File: src/source/framer_pkg.sv
package framer_pkg;

    // --------------------------------------------------
    // Widths and depths
    // --------------------------------------------------
    localparam int CCW         = 32;
    localparam int CCW_BYTES   = CCW / 8;
    localparam int BLOCK_BITS  = 128;
    localparam int BLOCK_WORDS = BLOCK_BITS / CCW;
    localparam int WORD_IDX_W  = $clog2(BLOCK_WORDS);
    localparam int FIFO_DEPTH  = 2;
    localparam int FIFO_PTR_W  = $clog2(FIFO_DEPTH);
    localparam int FIFO_CNT_W  = $clog2(FIFO_DEPTH + 1);

    typedef logic [CCW-1:0]        word_t;
    typedef logic [CCW_BYTES-1:0]  bytes_t;
    typedef logic [3:0]            seg_type_t;
    typedef logic [WORD_IDX_W-1:0] word_idx_t;
    typedef logic [1:0]            domain_t;

    // Segment type codes
    localparam seg_type_t HDR_AD       = 4'b0001;
    localparam seg_type_t HDR_PT       = 4'b0100;
    localparam seg_type_t HDR_CT       = 4'b0101;
    localparam seg_type_t HDR_HASH_MSG = 4'b0111;
    localparam seg_type_t HDR_TAG      = 4'b1000;
    localparam seg_type_t HDR_NPUB     = 4'b1101;

    localparam domain_t DOMAIN_NPUB  = 2'd1;
    localparam domain_t DOMAIN_AD    = 2'd2;
    localparam domain_t DOMAIN_OTHER = 2'd3;

    typedef struct packed {
        domain_t domain;
        logic    final_flag;
        logic    pad;
    } dsinfo_t;

    // First input word sits in the top 32 bits of data
    typedef struct packed {
        logic [BLOCK_BITS-1:0] data;
        word_idx_t             last_word;
        bytes_t                last_bytes;
        logic                  eot;
        dsinfo_t               dsinfo;
    } block_t;

    function automatic domain_t domain_of(seg_type_t seg_type);
        domain_t d;
        case (seg_type)
            HDR_NPUB:                 d = DOMAIN_NPUB;
            HDR_AD, HDR_HASH_MSG:     d = DOMAIN_AD;
            HDR_PT, HDR_CT, HDR_TAG:  d = DOMAIN_OTHER;
            default:                  d = DOMAIN_OTHER;
        endcase
        return d;
    endfunction

endpackage

File: src/source/block_fifo.sv
`timescale 1ns/1ps

module block_fifo (
    input  logic               clk,
    input  logic               rst,
    input  framer_pkg::block_t in_block,
    input  logic               push,
    input  logic               pop,
    output logic               full,
    output framer_pkg::block_t out_block,
    output logic               not_empty
);
    import framer_pkg::*;

    block_t                mem [FIFO_DEPTH];
    logic [FIFO_PTR_W-1:0] wr_ptr;
    logic [FIFO_PTR_W-1:0] rd_ptr;
    logic [FIFO_CNT_W-1:0] count;

    always_ff @(posedge clk) begin
        if (push)
            mem[wr_ptr] <= in_block;
    end

    always_ff @(posedge clk) begin
        if (rst) begin
            wr_ptr <= '0;
            rd_ptr <= '0;
            count  <= '0;
        end else begin
            if (push)
                wr_ptr <= (wr_ptr == FIFO_PTR_W'(FIFO_DEPTH - 1)) ? '0 : wr_ptr + 1'b1;
            if (pop)
                rd_ptr <= (rd_ptr == FIFO_PTR_W'(FIFO_DEPTH - 1)) ? '0 : rd_ptr + 1'b1;
            case ({push, pop})
                2'b10:   count <= count + 1'b1;
                2'b01:   count <= count - 1'b1;
                default: count <= count;
            endcase
        end
    end

    assign full      = (count == FIFO_CNT_W'(FIFO_DEPTH));
    assign not_empty = (count != '0);
    assign out_block = mem[rd_ptr];

    // --------------------------------------------------
    // Handshake checks against loader and serializer
    // --------------------------------------------------
    assert property (@(posedge clk) disable iff (rst)
        push |-> !full)
        else $error("block pushed into a full FIFO");

    assert property (@(posedge clk) disable iff (rst)
        pop |-> not_empty)
        else $error("block popped from an empty FIFO");

endmodule

File: src/source/block_framer.sv
`timescale 1ns/1ps

module block_framer (
    input  logic                  clk,
    input  logic                  rst,
    input  framer_pkg::word_t     bdi,
    input  logic                  bdi_valid,
    output logic                  bdi_ready,
    input  framer_pkg::bytes_t    bdi_valid_bytes,
    input  framer_pkg::bytes_t    bdi_pad_loc,
    input  logic                  bdi_eot,
    input  logic                  bdi_eoi,
    input  framer_pkg::seg_type_t bdi_type,
    output framer_pkg::word_t     bdo,
    output logic                  bdo_valid,
    input  logic                  bdo_ready,
    output framer_pkg::bytes_t    bdo_valid_bytes,
    output framer_pkg::dsinfo_t   bdo_dsinfo,
    output logic                  end_of_block
);
    import framer_pkg::*;

    block_t in_block;
    block_t out_block;
    logic   push;
    logic   pop;
    logic   full;
    logic   not_empty;

    block_loader u_loader (
        .clk             (clk),
        .rst             (rst),
        .bdi             (bdi),
        .bdi_valid       (bdi_valid),
        .bdi_ready       (bdi_ready),
        .bdi_valid_bytes (bdi_valid_bytes),
        .bdi_pad_loc     (bdi_pad_loc),
        .bdi_eot         (bdi_eot),
        .bdi_eoi         (bdi_eoi),
        .bdi_type        (bdi_type),
        .full            (full),
        .in_block        (in_block),
        .push            (push)
    );

    block_fifo u_fifo (
        .clk       (clk),
        .rst       (rst),
        .in_block  (in_block),
        .push      (push),
        .pop       (pop),
        .full      (full),
        .out_block (out_block),
        .not_empty (not_empty)
    );

    block_serializer u_serializer (
        .clk             (clk),
        .rst             (rst),
        .out_block       (out_block),
        .not_empty       (not_empty),
        .pop             (pop),
        .bdo             (bdo),
        .bdo_valid       (bdo_valid),
        .bdo_ready       (bdo_ready),
        .bdo_valid_bytes (bdo_valid_bytes),
        .bdo_dsinfo      (bdo_dsinfo),
        .end_of_block    (end_of_block)
    );

endmodule

File: src/source/block_loader.sv
`timescale 1ns/1ps

module block_loader (
    input  logic                  clk,
    input  logic                  rst,
    input  framer_pkg::word_t     bdi,
    input  logic                  bdi_valid,
    output logic                  bdi_ready,
    input  framer_pkg::bytes_t    bdi_valid_bytes,
    input  framer_pkg::bytes_t    bdi_pad_loc,
    input  logic                  bdi_eot,
    input  logic                  bdi_eoi,
    input  framer_pkg::seg_type_t bdi_type,
    input  logic                  full,
    output framer_pkg::block_t    in_block,
    output logic                  push
);
    import framer_pkg::*;

    typedef enum logic [1:0] {
        S_LOAD,
        S_PAD_FULL,
        S_PAD,
        S_HOLD
    } state_t;

    state_t                state;
    state_t                state_nxt;
    word_idx_t             cnt;
    logic                  accept;
    logic                  shift;
    logic                  block_done;
    bytes_t                vbytes_sel;
    bytes_t                pad_loc_sel;
    word_t                 pad_word;
    dsinfo_t               dsinfo;

    logic [BLOCK_BITS-1:0] data_q;
    word_idx_t             last_word_q;
    bytes_t                last_bytes_q;
    logic                  eot_q;
    logic                  eoi_q;
    logic                  pad_q;
    seg_type_t             type_q;

    assign accept     = bdi_valid && bdi_ready;
    assign shift      = accept || (state == S_PAD_FULL) || (state == S_PAD);
    assign block_done = (cnt == word_idx_t'(BLOCK_WORDS - 1));
    assign push       = (state == S_HOLD) && !full;

    // --------------------------------------------------
    // Padding
    // --------------------------------------------------
    always_comb begin
        case (state)
            S_PAD_FULL: begin
                vbytes_sel  = '0;
                pad_loc_sel = {1'b1, {(CCW_BYTES-1){1'b0}}};
            end
            S_PAD: begin
                vbytes_sel  = '0;
                pad_loc_sel = '0;
            end
            default: begin
                vbytes_sel  = bdi_valid_bytes;
                pad_loc_sel = bdi_pad_loc;
            end
        endcase
    end

    // Lane 0 is the first byte, in the top of the word
    always_comb begin
        for (int i = 0; i < CCW_BYTES; i++) begin
            if (pad_loc_sel[CCW_BYTES-1-i])
                pad_word[CCW-8*(i+1) +: 8] = 8'h01;
            else if (vbytes_sel[CCW_BYTES-1-i])
                pad_word[CCW-8*(i+1) +: 8] = bdi[CCW-8*(i+1) +: 8];
            else
                pad_word[CCW-8*(i+1) +: 8] = 8'h00;
        end
    end

    // --------------------------------------------------
    // FSM
    // --------------------------------------------------
    always_comb begin
        state_nxt = state;
        case (state)
            S_LOAD: begin
                if (accept) begin
                    if (block_done)
                        state_nxt = S_HOLD;
                    else if (!bdi_valid_bytes[0])
                        state_nxt = S_PAD;
                    else if (bdi_eot)
                        state_nxt = S_PAD_FULL;
                end
            end
            S_PAD_FULL: begin
                state_nxt = block_done ? S_HOLD : S_PAD;
            end
            S_PAD: begin
                if (block_done)
                    state_nxt = S_HOLD;
            end
            default: begin
                if (!full)
                    state_nxt = S_LOAD;
            end
        endcase
    end

    always_ff @(posedge clk) begin
        if (rst) begin
            state     <= S_LOAD;
            cnt       <= '0;
            bdi_ready <= 1'b0;
        end else begin
            state     <= state_nxt;
            bdi_ready <= (state_nxt == S_LOAD);
            if (shift)
                cnt <= cnt + 1'b1;
        end
    end

    // Block register and the fields of the last data word
    always_ff @(posedge clk) begin
        if (shift)
            data_q <= {data_q[BLOCK_BITS-CCW-1:0], pad_word};
        if (accept) begin
            last_word_q  <= cnt;
            last_bytes_q <= bdi_valid_bytes;
            eot_q        <= bdi_eot;
            eoi_q        <= bdi_eoi;
            type_q       <= bdi_type;
            pad_q        <= !bdi_valid_bytes[0] || (bdi_eot && !block_done);
        end
    end

    always_comb begin
        dsinfo = '0;
        if (eot_q) begin
            dsinfo.domain     = domain_of(type_q);
            dsinfo.final_flag = eoi_q;
            dsinfo.pad        = pad_q;
        end
    end

    assign in_block.data       = data_q;
    assign in_block.last_word  = last_word_q;
    assign in_block.last_bytes = last_bytes_q;
    assign in_block.eot        = eot_q;
    assign in_block.dsinfo     = dsinfo;

    // A short word must close its segment
    assert property (@(posedge clk) disable iff (rst)
        accept && !bdi_valid_bytes[0] |-> bdi_eot)
        else $error("short input word without end of segment");

endmodule

File: src/source/block_serializer.sv
`timescale 1ns/1ps

module block_serializer (
    input  logic                clk,
    input  logic                rst,
    input  framer_pkg::block_t  out_block,
    input  logic                not_empty,
    output logic                pop,
    output framer_pkg::word_t   bdo,
    output logic                bdo_valid,
    input  logic                bdo_ready,
    output framer_pkg::bytes_t  bdo_valid_bytes,
    output framer_pkg::dsinfo_t bdo_dsinfo,
    output logic                end_of_block
);
    import framer_pkg::*;

    logic [BLOCK_BITS-1:0] shift_q;
    word_idx_t             words_left;
    bytes_t                last_bytes_q;
    logic                  eot_q;
    dsinfo_t               dsinfo_q;
    logic                  is_last;
    logic                  take;

    assign is_last = (words_left == '0);
    assign take    = bdo_valid && bdo_ready;

    // Next block may be taken while the last word goes out
    assign pop = not_empty && (!bdo_valid || (take && is_last));

    always_ff @(posedge clk) begin
        if (rst) begin
            bdo_valid  <= 1'b0;
            words_left <= '0;
        end else if (pop) begin
            bdo_valid  <= 1'b1;
            words_left <= out_block.last_word;
        end else if (take) begin
            if (is_last)
                bdo_valid <= 1'b0;
            else
                words_left <= words_left - 1'b1;
        end
    end

    always_ff @(posedge clk) begin
        if (pop) begin
            shift_q      <= out_block.data;
            last_bytes_q <= out_block.last_bytes;
            eot_q        <= out_block.eot;
            dsinfo_q     <= out_block.dsinfo;
        end else if (take) begin
            shift_q <= shift_q << CCW;
        end
    end

    // --------------------------------------------------
    // Output word and sideband
    // --------------------------------------------------
    assign bdo             = shift_q[BLOCK_BITS-1 -: CCW];
    assign bdo_valid_bytes = (is_last && eot_q) ? last_bytes_q : '1;
    assign bdo_dsinfo      = is_last ? dsinfo_q : '0;
    assign end_of_block    = bdo_valid && is_last;

    // Back-pressure holds the word and its sideband
    assert property (@(posedge clk) disable iff (rst)
        bdo_valid && !bdo_ready |=> bdo_valid && $stable(bdo)
            && $stable(bdo_valid_bytes) && $stable(end_of_block))
        else $error("bdo changed while stalled");

endmodule

File: config.mk
export PLATFORM = sky130hd
export DESIGN_NAME = block_framer
export DESIGN_NICKNAME = d
export VERILOG_FILES = /design/src/source/framer_pkg.sv /design/src/source/block_fifo.sv /design/src/source/block_framer.sv /design/src/source/block_loader.sv /design/src/source/block_serializer.sv
export SDC_FILE = /design/constraint.sdc
export NUM_CORES = 1
export LEC_CHECK = 0
export BUFFER_PORTS_ARGS = -buffer_cell sky130_fd_sc_hd__buf_4
export CAP_MARGIN = 10
export CORE_AREA = 2 2 212 214
export DETAILED_ROUTE_END_ITERATION = 16
export DIE_AREA = 0 0 214 216
export PLACE_DENSITY = 0.68
export SETUP_SLACK_MARGIN = 0.02
export SYNTH_ARGS = -nofsm -noshare
export SYNTH_HDL_FRONTEND = slang
export SYNTH_HIERARCHICAL = 1
export SYNTH_SLANG_ARGS = --single-unit
File: constraint.sdc
create_clock -name clk -period 10.65 [get_ports clk]
set_input_delay 1.065 -clock clk [delete_from_list [all_inputs] [get_ports clk]]
set_output_delay 1.065 -clock clk [all_outputs]
set_load 0.05 [all_outputs]
## Word level (Yosys, flattened, before mapping)

Memories as Yosys holds them, arrays and structs flattened. A register that Yosys moved wholly into a read port is not among the register bits.
Cells that the tools add are included.

- Register bits: 290
- Memory bits (writable): 278
- Bits of input ports: 50
- Output and inout port bits: 43
- Word-level logic and storage cells: 115
- Memories kept: 1

Memories:

| name | depth | bits a word | read ports | clocked after memory_dff | wr ports | RTL line | text |
|---|---|---|---|---|---|---|---|
| u_fifo.mem | 2 | 139 | 1 | 1 | 1 | block_fifo.sv:15 | `block_t mem [FIFO_DEPTH];` |

- Add/subtract/negate cells: 6
- Equal/unequal tests: 11
- Multiplexer cells: 33
- Bitwise logic cells: 4
- Reductions and logical operators: 31

Operators by type and width:

| cell | count |
|---|---|
| $mux W128 | 2 |
| $mux W2 | 9 |
| $mux W4 | 4 |
| $mux W1 | 14 |
| $reduce_or A2 Y1 | 6 |
| $eq A2 B2 Y1 const B | 5 |
| $logic_and A1 B1 Y1 | 8 |
| $pmux W2 S2 | 2 |
| $pmux W4 S2 | 1 |
| $reduce_bool A2 Y1 | 4 |
| $logic_not A2 Y1 | 3 |
| $pmux W2 S3 | 1 |
| $add A2 B1 Y2 const B | 2 |
| $eq A2 B1 Y1 const B | 2 |
| $eq A4 B1 Y1 const B | 1 |
| $eq A4 B3 Y1 const B | 1 |
| $eq A4 B4 Y1 const B | 1 |
| $logic_not A1 Y1 | 4 |
| $logic_or A1 B1 Y1 | 4 |
| $not A1 Y1 | 4 |
| $reduce_and A2 Y1 | 2 |
| $sub A2 B1 Y2 const B | 2 |
| $add A1 B1 Y1 const B | 2 |
| $ne A2 B2 Y1 const B | 1 |

## Depth between registers and ports, before layout

Gate-level depths: netlist of the first run.

- Depth in word-level cells: 6
- Depth in mapped cells: 11
- Depth with buffers taken out: 9

## Cells and area by module

The synthesis of the first run kept the hierarchy.

Modules (own cells, without submodules):

| module | times used | cells each | area each (um2) | sequential area each (um2) |
|---|---|---|---|---|
| block_fifo | 1 | 454 | 10266.1 | 8448.1 |
| block_serializer | 1 | 354 | 6184.7 | 4174.0 |
| block_loader | 1 | 231 | 4903.5 | 4334.2 |

## Worst setup path before layout of the first run

Ideal clock, no wire load.

- Path type: flip-flop to flip-flop
- Start: register u_serializer.bdo_valid
- End: register u_serializer.shift_q[0], enable pin
- Library setup time: 0.792 ns
- Arrival: 9.664 ns
- Data required time: 9.858 ns
- Slack: 0.194 ns
- Stages on the path, launching flop included: 3
- Buffers on the path: 1
- Clock period less this slack: 10.456 ns
- Path through: dfxtp_1 clkbuf_2 o21ai_0

- Word-level cells in the longest chain between the ends: 5
- Elaborated cells between the ends (all ways): 6
- Classes of those cells: reduce/logical: 6

Ends and longest elaborated chain:

| item | RTL line | text |
|---|---|---|
| start, declared | block_serializer.sv:10 | `output logic bdo_valid,` |
| start signal, assigned | block_serializer.sv:34 | `bdo_valid <= 1'b0;` |
| start signal, assigned | block_serializer.sv:37 | `bdo_valid <= 1'b1;` |
| start signal, assigned | block_serializer.sv:41 | `bdo_valid <= 1'b0;` |
| $logic_and A1 B1 Y1 | block_serializer.sv:27 | `assign take = bdo_valid && bdo_ready;` |
| $logic_and A1 B1 Y1 | block_serializer.sv:30 | `assign pop = not_empty && (!bdo_valid \|\| (take && is_last));` |
| $logic_or A1 B1 Y1 | block_serializer.sv:30 |  |
| $logic_and A1 B1 Y1 | block_serializer.sv:30 |  |
| $reduce_bool A2 Y1 (no line) * | -- |  |
| end signal, assigned | block_serializer.sv:49 | `shift_q <= out_block.data;` |
| end signal, assigned | block_serializer.sv:54 | `shift_q <= shift_q << CCW;` |
| end, declared | block_serializer.sv:18 | `logic [BLOCK_BITS-1:0] shift_q;` |

Every way passes the cells marked *; elsewhere a longest branch is shown, timed or not.
A chain may end at the register's enable or synchronous reset.

## Final worst setup path of the first run

- Start: register u_serializer.words_left[0]
- End: register u_fifo.count[1]

- Word-level cells in the longest chain between the ends: 6
- Elaborated cells between the ends (all ways): 8
- Classes of those cells: eq/ne: 2; mux: 1; reduce/logical: 5

Ends and longest elaborated chain:

| item | RTL line | text |
|---|---|---|
| start, declared | block_serializer.sv:19 | `word_idx_t words_left;` |
| start signal, assigned | block_serializer.sv:38 | `words_left <= out_block.last_word;` |
| start signal, assigned | block_serializer.sv:43 | `words_left <= words_left - 1'b1;` |
| $logic_not A2 Y1 * | block_serializer.sv:26 | `assign is_last = (words_left == '0);` |
| $logic_and A1 B1 Y1 * | block_serializer.sv:30 |  |
| $logic_or A1 B1 Y1 * | block_serializer.sv:30 |  |
| $logic_and A1 B1 Y1 * | block_serializer.sv:30 |  |
| named net pop | block_framer.sv:26 | `logic pop;` |
| $eq A2 B1 Y1 or $eq A2 B2 Y1 (tied branches) | block_fifo.sv:35 | `case ({push, pop})` |
| $pmux W2 S2 or $reduce_bool A2 Y1 (tied branches) | -- |  |
| end signal, assigned | block_fifo.sv:36 | `2'b10: count <= count + 1'b1;` |
| end signal, assigned | block_fifo.sv:37 | `2'b01: count <= count - 1'b1;` |
| end signal, assigned | block_fifo.sv:38 | `default: count <= count;` |
| end, declared | block_fifo.sv:18 | `logic [FIFO_CNT_W-1:0] count;` |

The timed path passes the listed nets; every way through them passes the cells marked *.

==> results of run 1 <==
==> flip-flops by register name, indices dropped and copies added, names as in the netlist, named ones only <==
signal / flops
u_loader/last_bytes_q: 4
u_serializer/shift_q: 128
u_loader/eot_q: 1
u_fifo/mem: 278
u_serializer/words_left: 2
u_fifo/rd_ptr: 1
u_loader/state: 2
u_serializer/eot_q: 1
u_fifo/count: 2
u_serializer/bdo_valid: 1
u_serializer/last_bytes_q: 4
u_loader/last_word_q: 2
u_loader/data_q: 128
u_loader/bdi_ready: 1
u_loader/pad_q: 1
u_loader/type_q: 4
u_loader/eoi_q: 1
u_loader/cnt: 2
u_fifo/wr_ptr: 1
u_serializer/dsinfo_q: 4
==> cell type report <==
| cell class | count | share of cell area (%) |
|---|---|---|
| flip-flops and latches | 569 | 70.2 |
| multi-input cells | 394 | 16.0 |
| clock buffers | 69 | 5.91 |
| repair buffers | 102 | 3.17 |
| well taps | 592 | 3.07 |
| clock inverters | 27 | 1.46 |
| inverters | 10 | 0.176 |
==> power groups by stage <==
stage                     registers, mW  logic (mW)  clock network (mW)
after global placement             3.74        1.50                   0
after CTS                          3.74        1.53                1.96
after global routing               3.80        1.62                2.05
after detailed placement           3.79        1.52                   0
after floorplan                    3.78        1.25                   0
final                              3.73        1.49                1.91
==> path summary, 6_finish.rpt <==
check / endpoint / from / cells after the start
worst max-delay path: u_fifo/count[1]$_SDFFE_PP0P_ / u_serializer/words_left[0]$_SDFFE_PP0P_ / 8
worst min-delay path: u_fifo/mem[0][107]$_DFFE_PP_ / u_loader/data_q[96]$_DFFE_PP_ / 0
worst max register to register: u_fifo/count[1]$_SDFFE_PP0P_ / u_serializer/words_left[0]$_SDFFE_PP0P_ / 8
worst min register to register: u_fifo/mem[0][107]$_DFFE_PP_ / u_loader/data_q[96]$_DFFE_PP_ / 0
==> per-layer routing <==
layer / track usage (%) / wire length [um] / vias up
li1: - / - / 4152
met1: 18.0 / 14400 / 4448
met2: 23.2 / 15400 / 137
met3: 2.59 / 1190 / 38
met4: 4.29 / 573 / 0
met5: 0 / 0 / -
==> worst max-delay path, cell delays in order, from the launching register on <==
cell     delay, ns
dfxtp_1       0.38
inv_1         0.06
ha_1          0.32
nand2_1       0.19
a21o_4        0.73
inv_2         0.60
ha_1          0.50
or3_1         0.35
a21oi_1       0.14
==> through the flow <==
stage / worst slack (ns) / power [mW] / hold WS (ns)
final: 7.30 / 7.14 / 0.433
after global routing: 7.00 / 7.46 / 0.449
after CTS: 7.20 / 7.23 / 0.436
after detailed placement: 6.85 / 5.31 / 0.430
after global placement: 6.83 / 5.24 / 0.423
after floorplan: 0.194 / 5.03 / 0.421
==> Yosys cell counts, types with 2 or more instances <==
cell	number	share of area [%]
a21o_1	4	0.14
a21oi_1	10	0.23
and2_1	68	2.0
buf_2	8	0.19
buf_4	36	1.3
buf_6	17	0.90
clkbuf_1	4	0.070
dfxtp_1	13	1.2
edfxtp_1	556	78
ha_1	8	0.47
inv_1	9	0.16
mux2_2	195	10
mux2_4	40	2.8
nand2_1	9	0.16
nand2b_1	5	0.15
nor2_1	11	0.19
nor2b_1	3	0.088
nor3_1	2	0.047
nor3b_1	4	0.14
o21ai_0	5	0.12
o31a_1	2	0.082
or2_2	6	0.18
xnor2_1	3	0.12
xor2_1	3	0.12
==> kinds of logic (layout without fill, tap and decap cells) <==
logic type,after synthesis,after routing,share of synthesized area [%]
flops,569,569,79.4
mux,236,236,13.1
simple gates,115,115,3.20
buf+inv,76,208,2.62
compound gates,29,29,0.920
fa+ha+maj,8,8,0.469
xor+xnor,6,6,0.246
==> metrics, run 1 <==
outcome=finished clean; final WL=~32 mm; Row Count=between 70 and 80; Final min period=3.35 ns; CTS root buf=clkbuf_16; max_cap viols=0; sequential element share of the synthesized area=79.4%; r2r setup slk=7.30 ns; number of synthesized flops with an enable pin=556; ys flop type=edfxtp_1; Sw Share=between 20% and 30%; Ports=93; DP Wirelength=16.1 mm; number of routed nets with antenna violations=0; number of global-route vias before repair=around 9500; Post-synth ARST share=0%; Setup-failing EPs final=0; Tot GR Track Use=between 10% and 20%; Post-Syn Nets=1097; Leak Pwr=8.17 nW; Die Wd=214 um; Post-Place Cells=1667; crit start category=register; first-pass GRT wire length=49.9 mm; worst-skew pair later-pin latency=0.57 ns; Fin. Hold Viols=0; Initial DRC Count=450; initial antenna violation count=1; diode count=0; most frequent cells in the layout=edfxtp_1, mux2_2, buf_4; flops & latches, synth=about 570; NetSw=1.93 mW; TritonCTS Buffers=54; CP arrival=3.85 ns; Slew Viols, Final=0; post-route insts no fill=1763; internal power=5.21 mW; synthesized area per cell=20.6 um^2; Crit path required time=11.16 ns; htree depth=2; Final Instance Area=24200 um^2; Tightest Pin Transition=1.08 ns; nets@finish=1189; crit path kind=register to register; Hold Buf Count CTS=0; Reg power frac=between 50% and 60%; Max Buffers Root-to-Sink=3; pwr dens=295 nW/um^2; Util after Layout=55.1%; Via density=4.98; Multi-input gate area=3870 um^2; # fillers=3275; RSZ-0062 raised after global routing=false; P&R area growth vs syn=13.1%; synthesized cell area=roughly 21000 um^2; Initial Util=48.7%; Post-CTS Setup Inserts=0; Crit Path Max Fanout=53; CTS tree=done; combinational share of power=20.9%; Unique masters post-synth=42; nature of the critical path endpoint=register; ratio of cells with drive above 1 in the final layout=a little over a third; gr ovfl total=0; CTS sink count=569; DRC violations left=0; largest net degree at the start of global routing=73; commonest non-fill, non-tap cell in the layout=edfxtp_1; Post-Synthesis Cells=1039; DIE AREA=46200 um^2; setup total negative slack=0 ns; routed vias=8775; Synth Warn #=6; area of the core=43800 um^2; Setup Skew=0.0224 ns; cts repair resizes=0; clock share of power=26.8%; Hold WC Path Type=register to register; wire per inst=17.9 um; Slew HR=28.1%; Final period util=between 30% and 40%; Pre-Repair DR Iteration Count=4; Clk pin slew, worst setup/hold paths=0.06 ns; GPL Wtd Cong=0.741; Max IR drop VDD=0.178 mV; Storage cell area=~17000 um^2; Placement Cell Area=22400 um^2; Die Y=~220 um; # port buffers=92; fmax=299 MHz
Power figures use the tool's default switching activity.
==> run 2: changes to the inputs <==
--- a/config.mk
+++ b/config.mk
@@ -5,12 +5,13 @@
 export SDC_FILE = /design/constraint.sdc
 export NUM_CORES = 1
 export LEC_CHECK = 0
+export ABC_AREA = 1
 export BUFFER_PORTS_ARGS = -buffer_cell sky130_fd_sc_hd__buf_4
 export CAP_MARGIN = 10
 export CORE_AREA = 2 2 212 214
 export DETAILED_ROUTE_END_ITERATION = 16
 export DIE_AREA = 0 0 214 216
-export PLACE_DENSITY = 0.68
+export PLACE_DENSITY = 0.65
 export SETUP_SLACK_MARGIN = 0.02
 export SYNTH_ARGS = -nofsm -noshare
 export SYNTH_HDL_FRONTEND = slang
==> constraint.sdc (replaced) <==
create_clock -name clk -period 3.1 [get_ports clk]
set_input_delay 0.31 -clock clk [delete_from_list [all_inputs] [get_ports clk]]
set_output_delay 0.31 -clock clk [all_outputs]
set_load 0.05 [all_outputs]
==> metrics, run 2 <==
outcome=finished clean; Placement Cell Area=22500 um^2 (+0.74%); number of flip-flops under the largest register name=278 (unchanged); cell with the most instances after synthesis=edfxtp_1; Util after Layout=55.8% (+0.68 points); Row Count=77 (unchanged); worst-skew pair later-pin latency=0.58 ns (about the same); Crit path required time=3.62 ns (-7.54 ns); final WL=35.0 mm (+11%); biggest regs=u_fifo/mem: 278 flops, u_loader/data_q: 128 flops, u_serializer/shift_q: 128 flops; RSZ-0062 raised after global routing=false; Post-synth ARST share=0% (unchanged); pwr dens=1080 nW/um^2 (+270%); crit path kind=register to register; Via density=4.83 (-3.0%); Die Wd=214 um (unchanged); TritonCTS Buffers=54 (unchanged); Leak Pwr=9.00 nW (+10%); Crit Path Max Fanout=34 (-36%); fmax=428 MHz (+43%); worst setup path startpoint=u_serializer/words_left[0]$_SDFFE_PP0P_; Post-Synthesis Cells=1345 (+29%); crit start category=register; number of routed nets with antenna violations=0 (unchanged); synthesized area per cell=15.9 um^2 (-23%); DIE AREA=46200 um^2 (unchanged); gr ovfl total=0 (unchanged); CP arrival=2.85 ns (-1.00 ns); DP Wirelength=18.4 mm (+14%); Final min period=2.34 ns (-1.01 ns); Final Instance Area=24500 um^2 (+1.2%); Final period util=75.3% (+44 points); CTS root buf=clkbuf_16; Max IR drop VDD=0.878 mV (+390%); Synth Warn #=6 (unchanged); flops & latches, synth=569 (unchanged); Synth top cells by count=edfxtp_1, nand2_1, mux2_2, inv_1, nor2_1; wire per inst=16.7 um (-6.5%); Reg2Reg Launch Point=u_serializer/words_left[0]$_SDFFE_PP0P_; Setup-failing EPs final=0 (unchanged); Unique masters post-synth=24 (-43%); area of the core=43800 um^2 (unchanged); r2r setup slk=0.76 ns (-6.54 ns); nature of the critical path endpoint=register; Pre-Repair DR Iteration Count=4 (unchanged); commonest non-fill, non-tap cell in the layout=edfxtp_1; Tightest Pin Transition=0.868 ns (-0.211 ns); number of synthesized flops with an enable pin=556 (unchanged); synthesized cell area=21400 um^2 (+0.12%); Clk pin slew, worst setup/hold paths=0.06 ns (about the same); crit path to=u_fifo/count[1]$_SDFFE_PP0P_; setup total negative slack=0 ns (unchanged); most frequent cells in the layout=edfxtp_1, nand2_1, mux2_2; # fillers=3437 (+4.9%); sequential element share of the synthesized area=79.3% (-0.093 points); max_cap viols=0 (unchanged); Tot GR Track Use=15.3% (+1.6 points); htree depth=2 (unchanged); CTS tree=done; WHS=0.0403 ns (-0.393 ns); nets@finish=1510 (+27%); GPL Wtd Cong=0.727 (-1.9%); DRC violations left=0 (unchanged); number of global-route vias before repair=10500 (+11%); diode count=0 (unchanged); post-synth top area cell=edfxtp_1; Initial DRC Count=577 (+28%); Synth top area share=78.1% (-0.092 points); final total power=26.5 mW (+270%); Fin. Hold Viols=0 (unchanged); Ports=93 (unchanged); Max Buffers Root-to-Sink=3 (unchanged); cts repair resizes=0 (unchanged); initial antenna violation count=0 (-1); Slew Viols, Final=0 (unchanged); Initial Util=48.8% (+0.057 points); Setup Skew=0.0158 ns (-0.00660 ns); Worst Reg-to-Reg Cells=12 (+4); Biggest register=u_fifo/mem; CTS sink count=569 (unchanged); routed vias=10100 (+15%); r2r endpoint=u_fifo/count[1]$_SDFFE_PP0P_; Slew HR=42.2% (+14 points); first-pass GRT wire length=55.7 mm (+12%); # port buffers=92 (unchanged); Synth area leaders=edfxtp_1, mux2_2, nand2_1; P&R area growth vs syn=14.4%; largest net degree at the start of global routing=141 (+93%); Hold WC Path Type=input port to register; Die Y=216 um (unchanged); Post-Syn Nets=1403 (+28%); ys flop type=edfxtp_1; ratio of cells with drive above 1 in the final layout=23.2% (-13 points)
## run 2: cell types whose count changed after synthesis, sizes merged, moves of 4 or more
cell    previous run  this run
nand2b             5         0
or2                6         0
nand3              0        13
buf               61        73
a21o               4         0
clkbuf             5         0
inv               10        98
nand3b             1         5
and2              69         0
mux2             235       139
nand2              9       338
nor2              11        79
nor3b              4         0
## run 2: report_power, final
group	switching, mW	internal, mW
logic	4.74	2.01
clock network	2.64	3.76
registers	1.01	12.3
total	8.39	18.1
## run 2: worst max-delay path, cell delays in order (launching register included)
cell and delay (ns):
dfxtp_1 0.31, inv_1 0.07, ha_1 0.37, nand2_1 0.12
nand2_2 0.13, nand2_4 0.30, inv_4 0.31, ha_1 0.30
inv_1 0.08, nand2_1 0.05, nor2_1 0.09, nor2_1 0.05
nor2_1 0.08
## run 2: metrics by stage
stage	cells	setup WS, ns
after floorplan	1345	-0.191
after global placement	1972	0.813
after detailed placement	1972	0.742
after CTS	2090	0.728
after global routing	2090	0.551
final	2090	0.765
## run 2: cells by family after synthesis
family,after synthesis,synth area share (%)
flops,569,79.3
simple gates,437,7.92
buf+inv,171,4.41
mux,140,7.37
compound gates,19,0.480
fa+ha+maj,8,0.468
xor+xnor,1,0.0410
## run 2: worst min path at each step
| stage | slack (ns) | from | end | cells after the start |
|---|---|---|---|---|
| floorplan | 0.37 | rst | u_loader/state[0]$_SDFF_PP0_ | 1 |
| global placement | 0.42 | u_loader/data_q[107]$_DFFE_PP_ | u_fifo/mem[1][118]$_DFFE_PP_ | 0 |
| finish | 0.04 | bdi[10] | u_loader/data_q[10]$_SDFFCE_PP0P_ | 3 |
| CTS | 0.004 | bdi[22] | u_loader/data_q[22]$_SDFFCE_PP0P_ | 3 |
| global route | 0.02 | bdi[4] | u_loader/data_q[4]$_SDFFCE_PP0P_ | 3 |
| detailed placement | 0.43 | u_loader/data_q[96]$_DFFE_PP_ | u_fifo/mem[0][107]$_DFFE_PP_ | 0 |
## run 2: routing by layer
metal  part of all wire (%)  routed length [um]  GRT usage (%)  up-vias
met5                      0                   0              0        -
met4                    1.7                 610           4.17        0
met3                    4.4                1530           3.17       50
met2                     48               16700           25.0      182
met1                     46               16100           21.1     4954
li1                       -                   -              -     4902
## run 2: repair_timing
item                                    CTS  global route
hold buffers                             16             0
setup buffers                             0             0
endpoints found under the hold margin    23             0
endpoints found under the setup margin    0             0
## run 2: area by class of cell
type | instances | area, um^2 | area share [%]
sequential | 569 | 17000 | 69.4
tap | 592 | 741 | 3.03
timing repair buffer | 124 | 1070 | 4.38
clock buffer | 76 | 1530 | 6.25
clock inverter | 26 | 224 | 0.916
multi-input combinational | 605 | 3550 | 14.5
inverter | 98 | 374 | 1.53
==> run 3: changes to the inputs <==
==> constraint.sdc (replaced) <==
create_clock -name clk -period 2.2 [get_ports clk]
set_input_delay 0.22 -clock clk [delete_from_list [all_inputs] [get_ports clk]]
set_output_delay 0.22 -clock clk [all_outputs]
set_load 0.05 [all_outputs]
==> metrics, run 3 (synthesis results as in run 2) <==
# fillers=3392 (-1.3%); Clk pin slew, worst setup/hold paths=0.06 ns (about the same); most frequent cells in the layout=edfxtp_1, nand2_1, mux2_2; DIE AREA=46200 um^2 (unchanged); cts repair resizes=0 (unchanged); largest net degree at the start of global routing=93 (-34%); Multi-input gate area=3550 um^2 (unchanged); DP Wirelength=19.4 mm (+5.7%); Crit Path Max Fanout=5 (-85%); number of routed nets with antenna violations=0 (unchanged); Slew HR=67.4% (+25 points); crit path kind=register to register; final WL=35.2 mm (+0.60%); worst-skew pair later-pin latency=0.59 ns (about the same); pwr dens=1510 nW/um^2 (+40%); crit start category=register; Initial DRC Count=617 (+6.9%); number of flip-flops under the largest register name=278 (unchanged); CTS sink count=569 (unchanged); Leak Pwr=9.19 nW (+2.1%); RSZ-0062 raised after global routing=false; Via density=4.82 (-0.23%); post-route insts no fill=2123 (+1.6%); P&R area growth vs syn=16.4%; routed vias=10200 (+1.3%); Hold WC Path Type=input port to register; Tot GR Track Use=15.5% (+0.19 points); GPL Wtd Cong=0.760 (+4.5%); TritonCTS Buffers=55 (+1.9%); Slew Viols, Final=0 (unchanged); nature of the critical path endpoint=register; area of the core=43800 um^2 (unchanged); worst setup path startpoint=u_loader/state[1]$_SDFF_PP0_; max_cap viols=0 (unchanged); commonest non-fill, non-tap cell in the layout=edfxtp_1; CP Cell Sequence=inv_1 -> ha_1 -> mux2i_1 -> nand2_1 -> dlygate4sd3_1; Row Count=77 (unchanged); CP arrival=2.36 ns (-0.49 ns); Tightest Pin Transition=0.489 ns (-0.379 ns); Die Wd=214 um (unchanged); slowest stage delay, CP=0.58 ns (+0.21 ns); Ports=93 (unchanged); Storage cell area=17000 um^2 (about the same); number of global-route vias before repair=10600 (+1.1%); Die Y=216 um (unchanged); Final period util=92.8% (+17 points); Setup-failing EPs final=0 (unchanged); Max IR drop VDD=0.953 mV (+8.5%); ratio of cells with drive above 1 in the final layout=23.5% (+0.35 points); setup total negative slack=0 ns (unchanged); Biggest register=u_fifo/mem; final total power=37.7 mW (+42%); diode count=0 (unchanged); outcome=finished clean; nets@finish=1545 (+2.3%); Worst path slowest cell=dlygate4sd3_1; Reg2Reg Launch Point=u_loader/state[1]$_SDFF_PP0_; CTS root buf=clkbuf_16; wire per inst=16.6 um (-0.97%); Setup Skew=0.0265 ns (+0.0106 ns); fmax=490 MHz (+14%); Crit path required time=2.52 ns (-1.10 ns); Max Buffers Root-to-Sink=3 (unchanged); initial antenna violation count=0 (unchanged); Pre-Repair DR Iteration Count=5 (+1); htree depth=2 (unchanged); Post-Place Cells=1982 (+0.51%); # port buffers=92 (unchanged); first-pass GRT wire length=56.4 mm (+1.2%); Final min period=2.04 ns (-0.295 ns); Initial Util=48.8% (unchanged); min-delay src=bdi[12]; gr ovfl total=0 (unchanged); Fin. Hold Viols=0 (unchanged); biggest regs=u_fifo/mem: 278 flops, u_loader/data_q: 128 flops, u_serializer/shift_q: 128 flops; CTS tree=done; DRC violations left=0 (unchanged)
## run 3: cell count changes in the layout (fill, tap and decap cells not counted), sizes merged
| cell | previous run | this run |
|---|---|---|
| bufinv | 4 | 5 |
| clkinvlp | 2 | 1 |
| clkbuf | 76 | 72 |
| dlygate4sd3 | 16 | 40 |
| inv | 97 | 100 |
| buf | 108 | 118 |
## run 3: final timing paths
path	end	slack (ns)	cells past startpoint
max	u_loader/data_q[24]$_SDFFCE_PP1P_	0.16	5
min	u_loader/data_q[12]$_SDFFCE_PP0P_	0.03	3
max reg2reg	u_loader/data_q[24]$_SDFFCE_PP1P_	0.16	5
min reg2reg	u_fifo/mem[0][131]$_DFFE_PP_	0.44	0
## run 3: layout make-up
class                           instances  share of cell area [%]
Clock inverter                         29                    1.09
Inverter                               98                    1.51
Timing Repair Buffer                  158                    6.07
Clock buffer                           72                    5.91
Tap cell                              592                    2.98
Sequential cell                       569                    68.2
Multi-Input combinational cell        605                    14.3
## run 3: power by group
part | internal [mW] | switching [mW] | total (mW)
combinational | 3.17 | 6.77 | 9.94
sequential | 17.3 | 1.40 | 18.7
clock | 5.28 | 3.75 | 9.02
## run 3: worst max-delay path, delay by kind of cell, from the launching register on
family,cells,cell delay (ns)
mux,1,0.28
buf+inv,2,0.64
fa+ha+maj,1,0.39
simple gates,1,0.09
flops,1,0.38
## run 3: routing by layer
metal  up-vias  share of wire, %  GRT usage [%]
li1       4977                 -              -
met1      4988                46           21.3
met2       207                48           25.2
met3        52               4.0           2.57
met4         0               2.2           5.57
met5         -                 0              0
## run 3: metrics by stage
step	util [%]	worst slack (ns)	hold WS [ns]	area, um^2
CTS	56.8	0.164	0.00250	24900
finish	56.8	0.159	0.0329	24900
detailed placement	51.9	0.391	0.399	22700
global placement	51.9	0.397	0.398	22700
global route	56.8	0.0643	0.0119	24900
floorplan	-	-1.05	0.279	21500
## run 3: repair_timing
| item | 4_1_cts | 5_1_grt |
|---|---|---|
| endpoints found under the hold margin | 49 | 0 |
| endpoints found under the setup margin | 0 | 0 |
| hold buffers | 40 | 0 |
| buffers inserted | 0 | 0 |
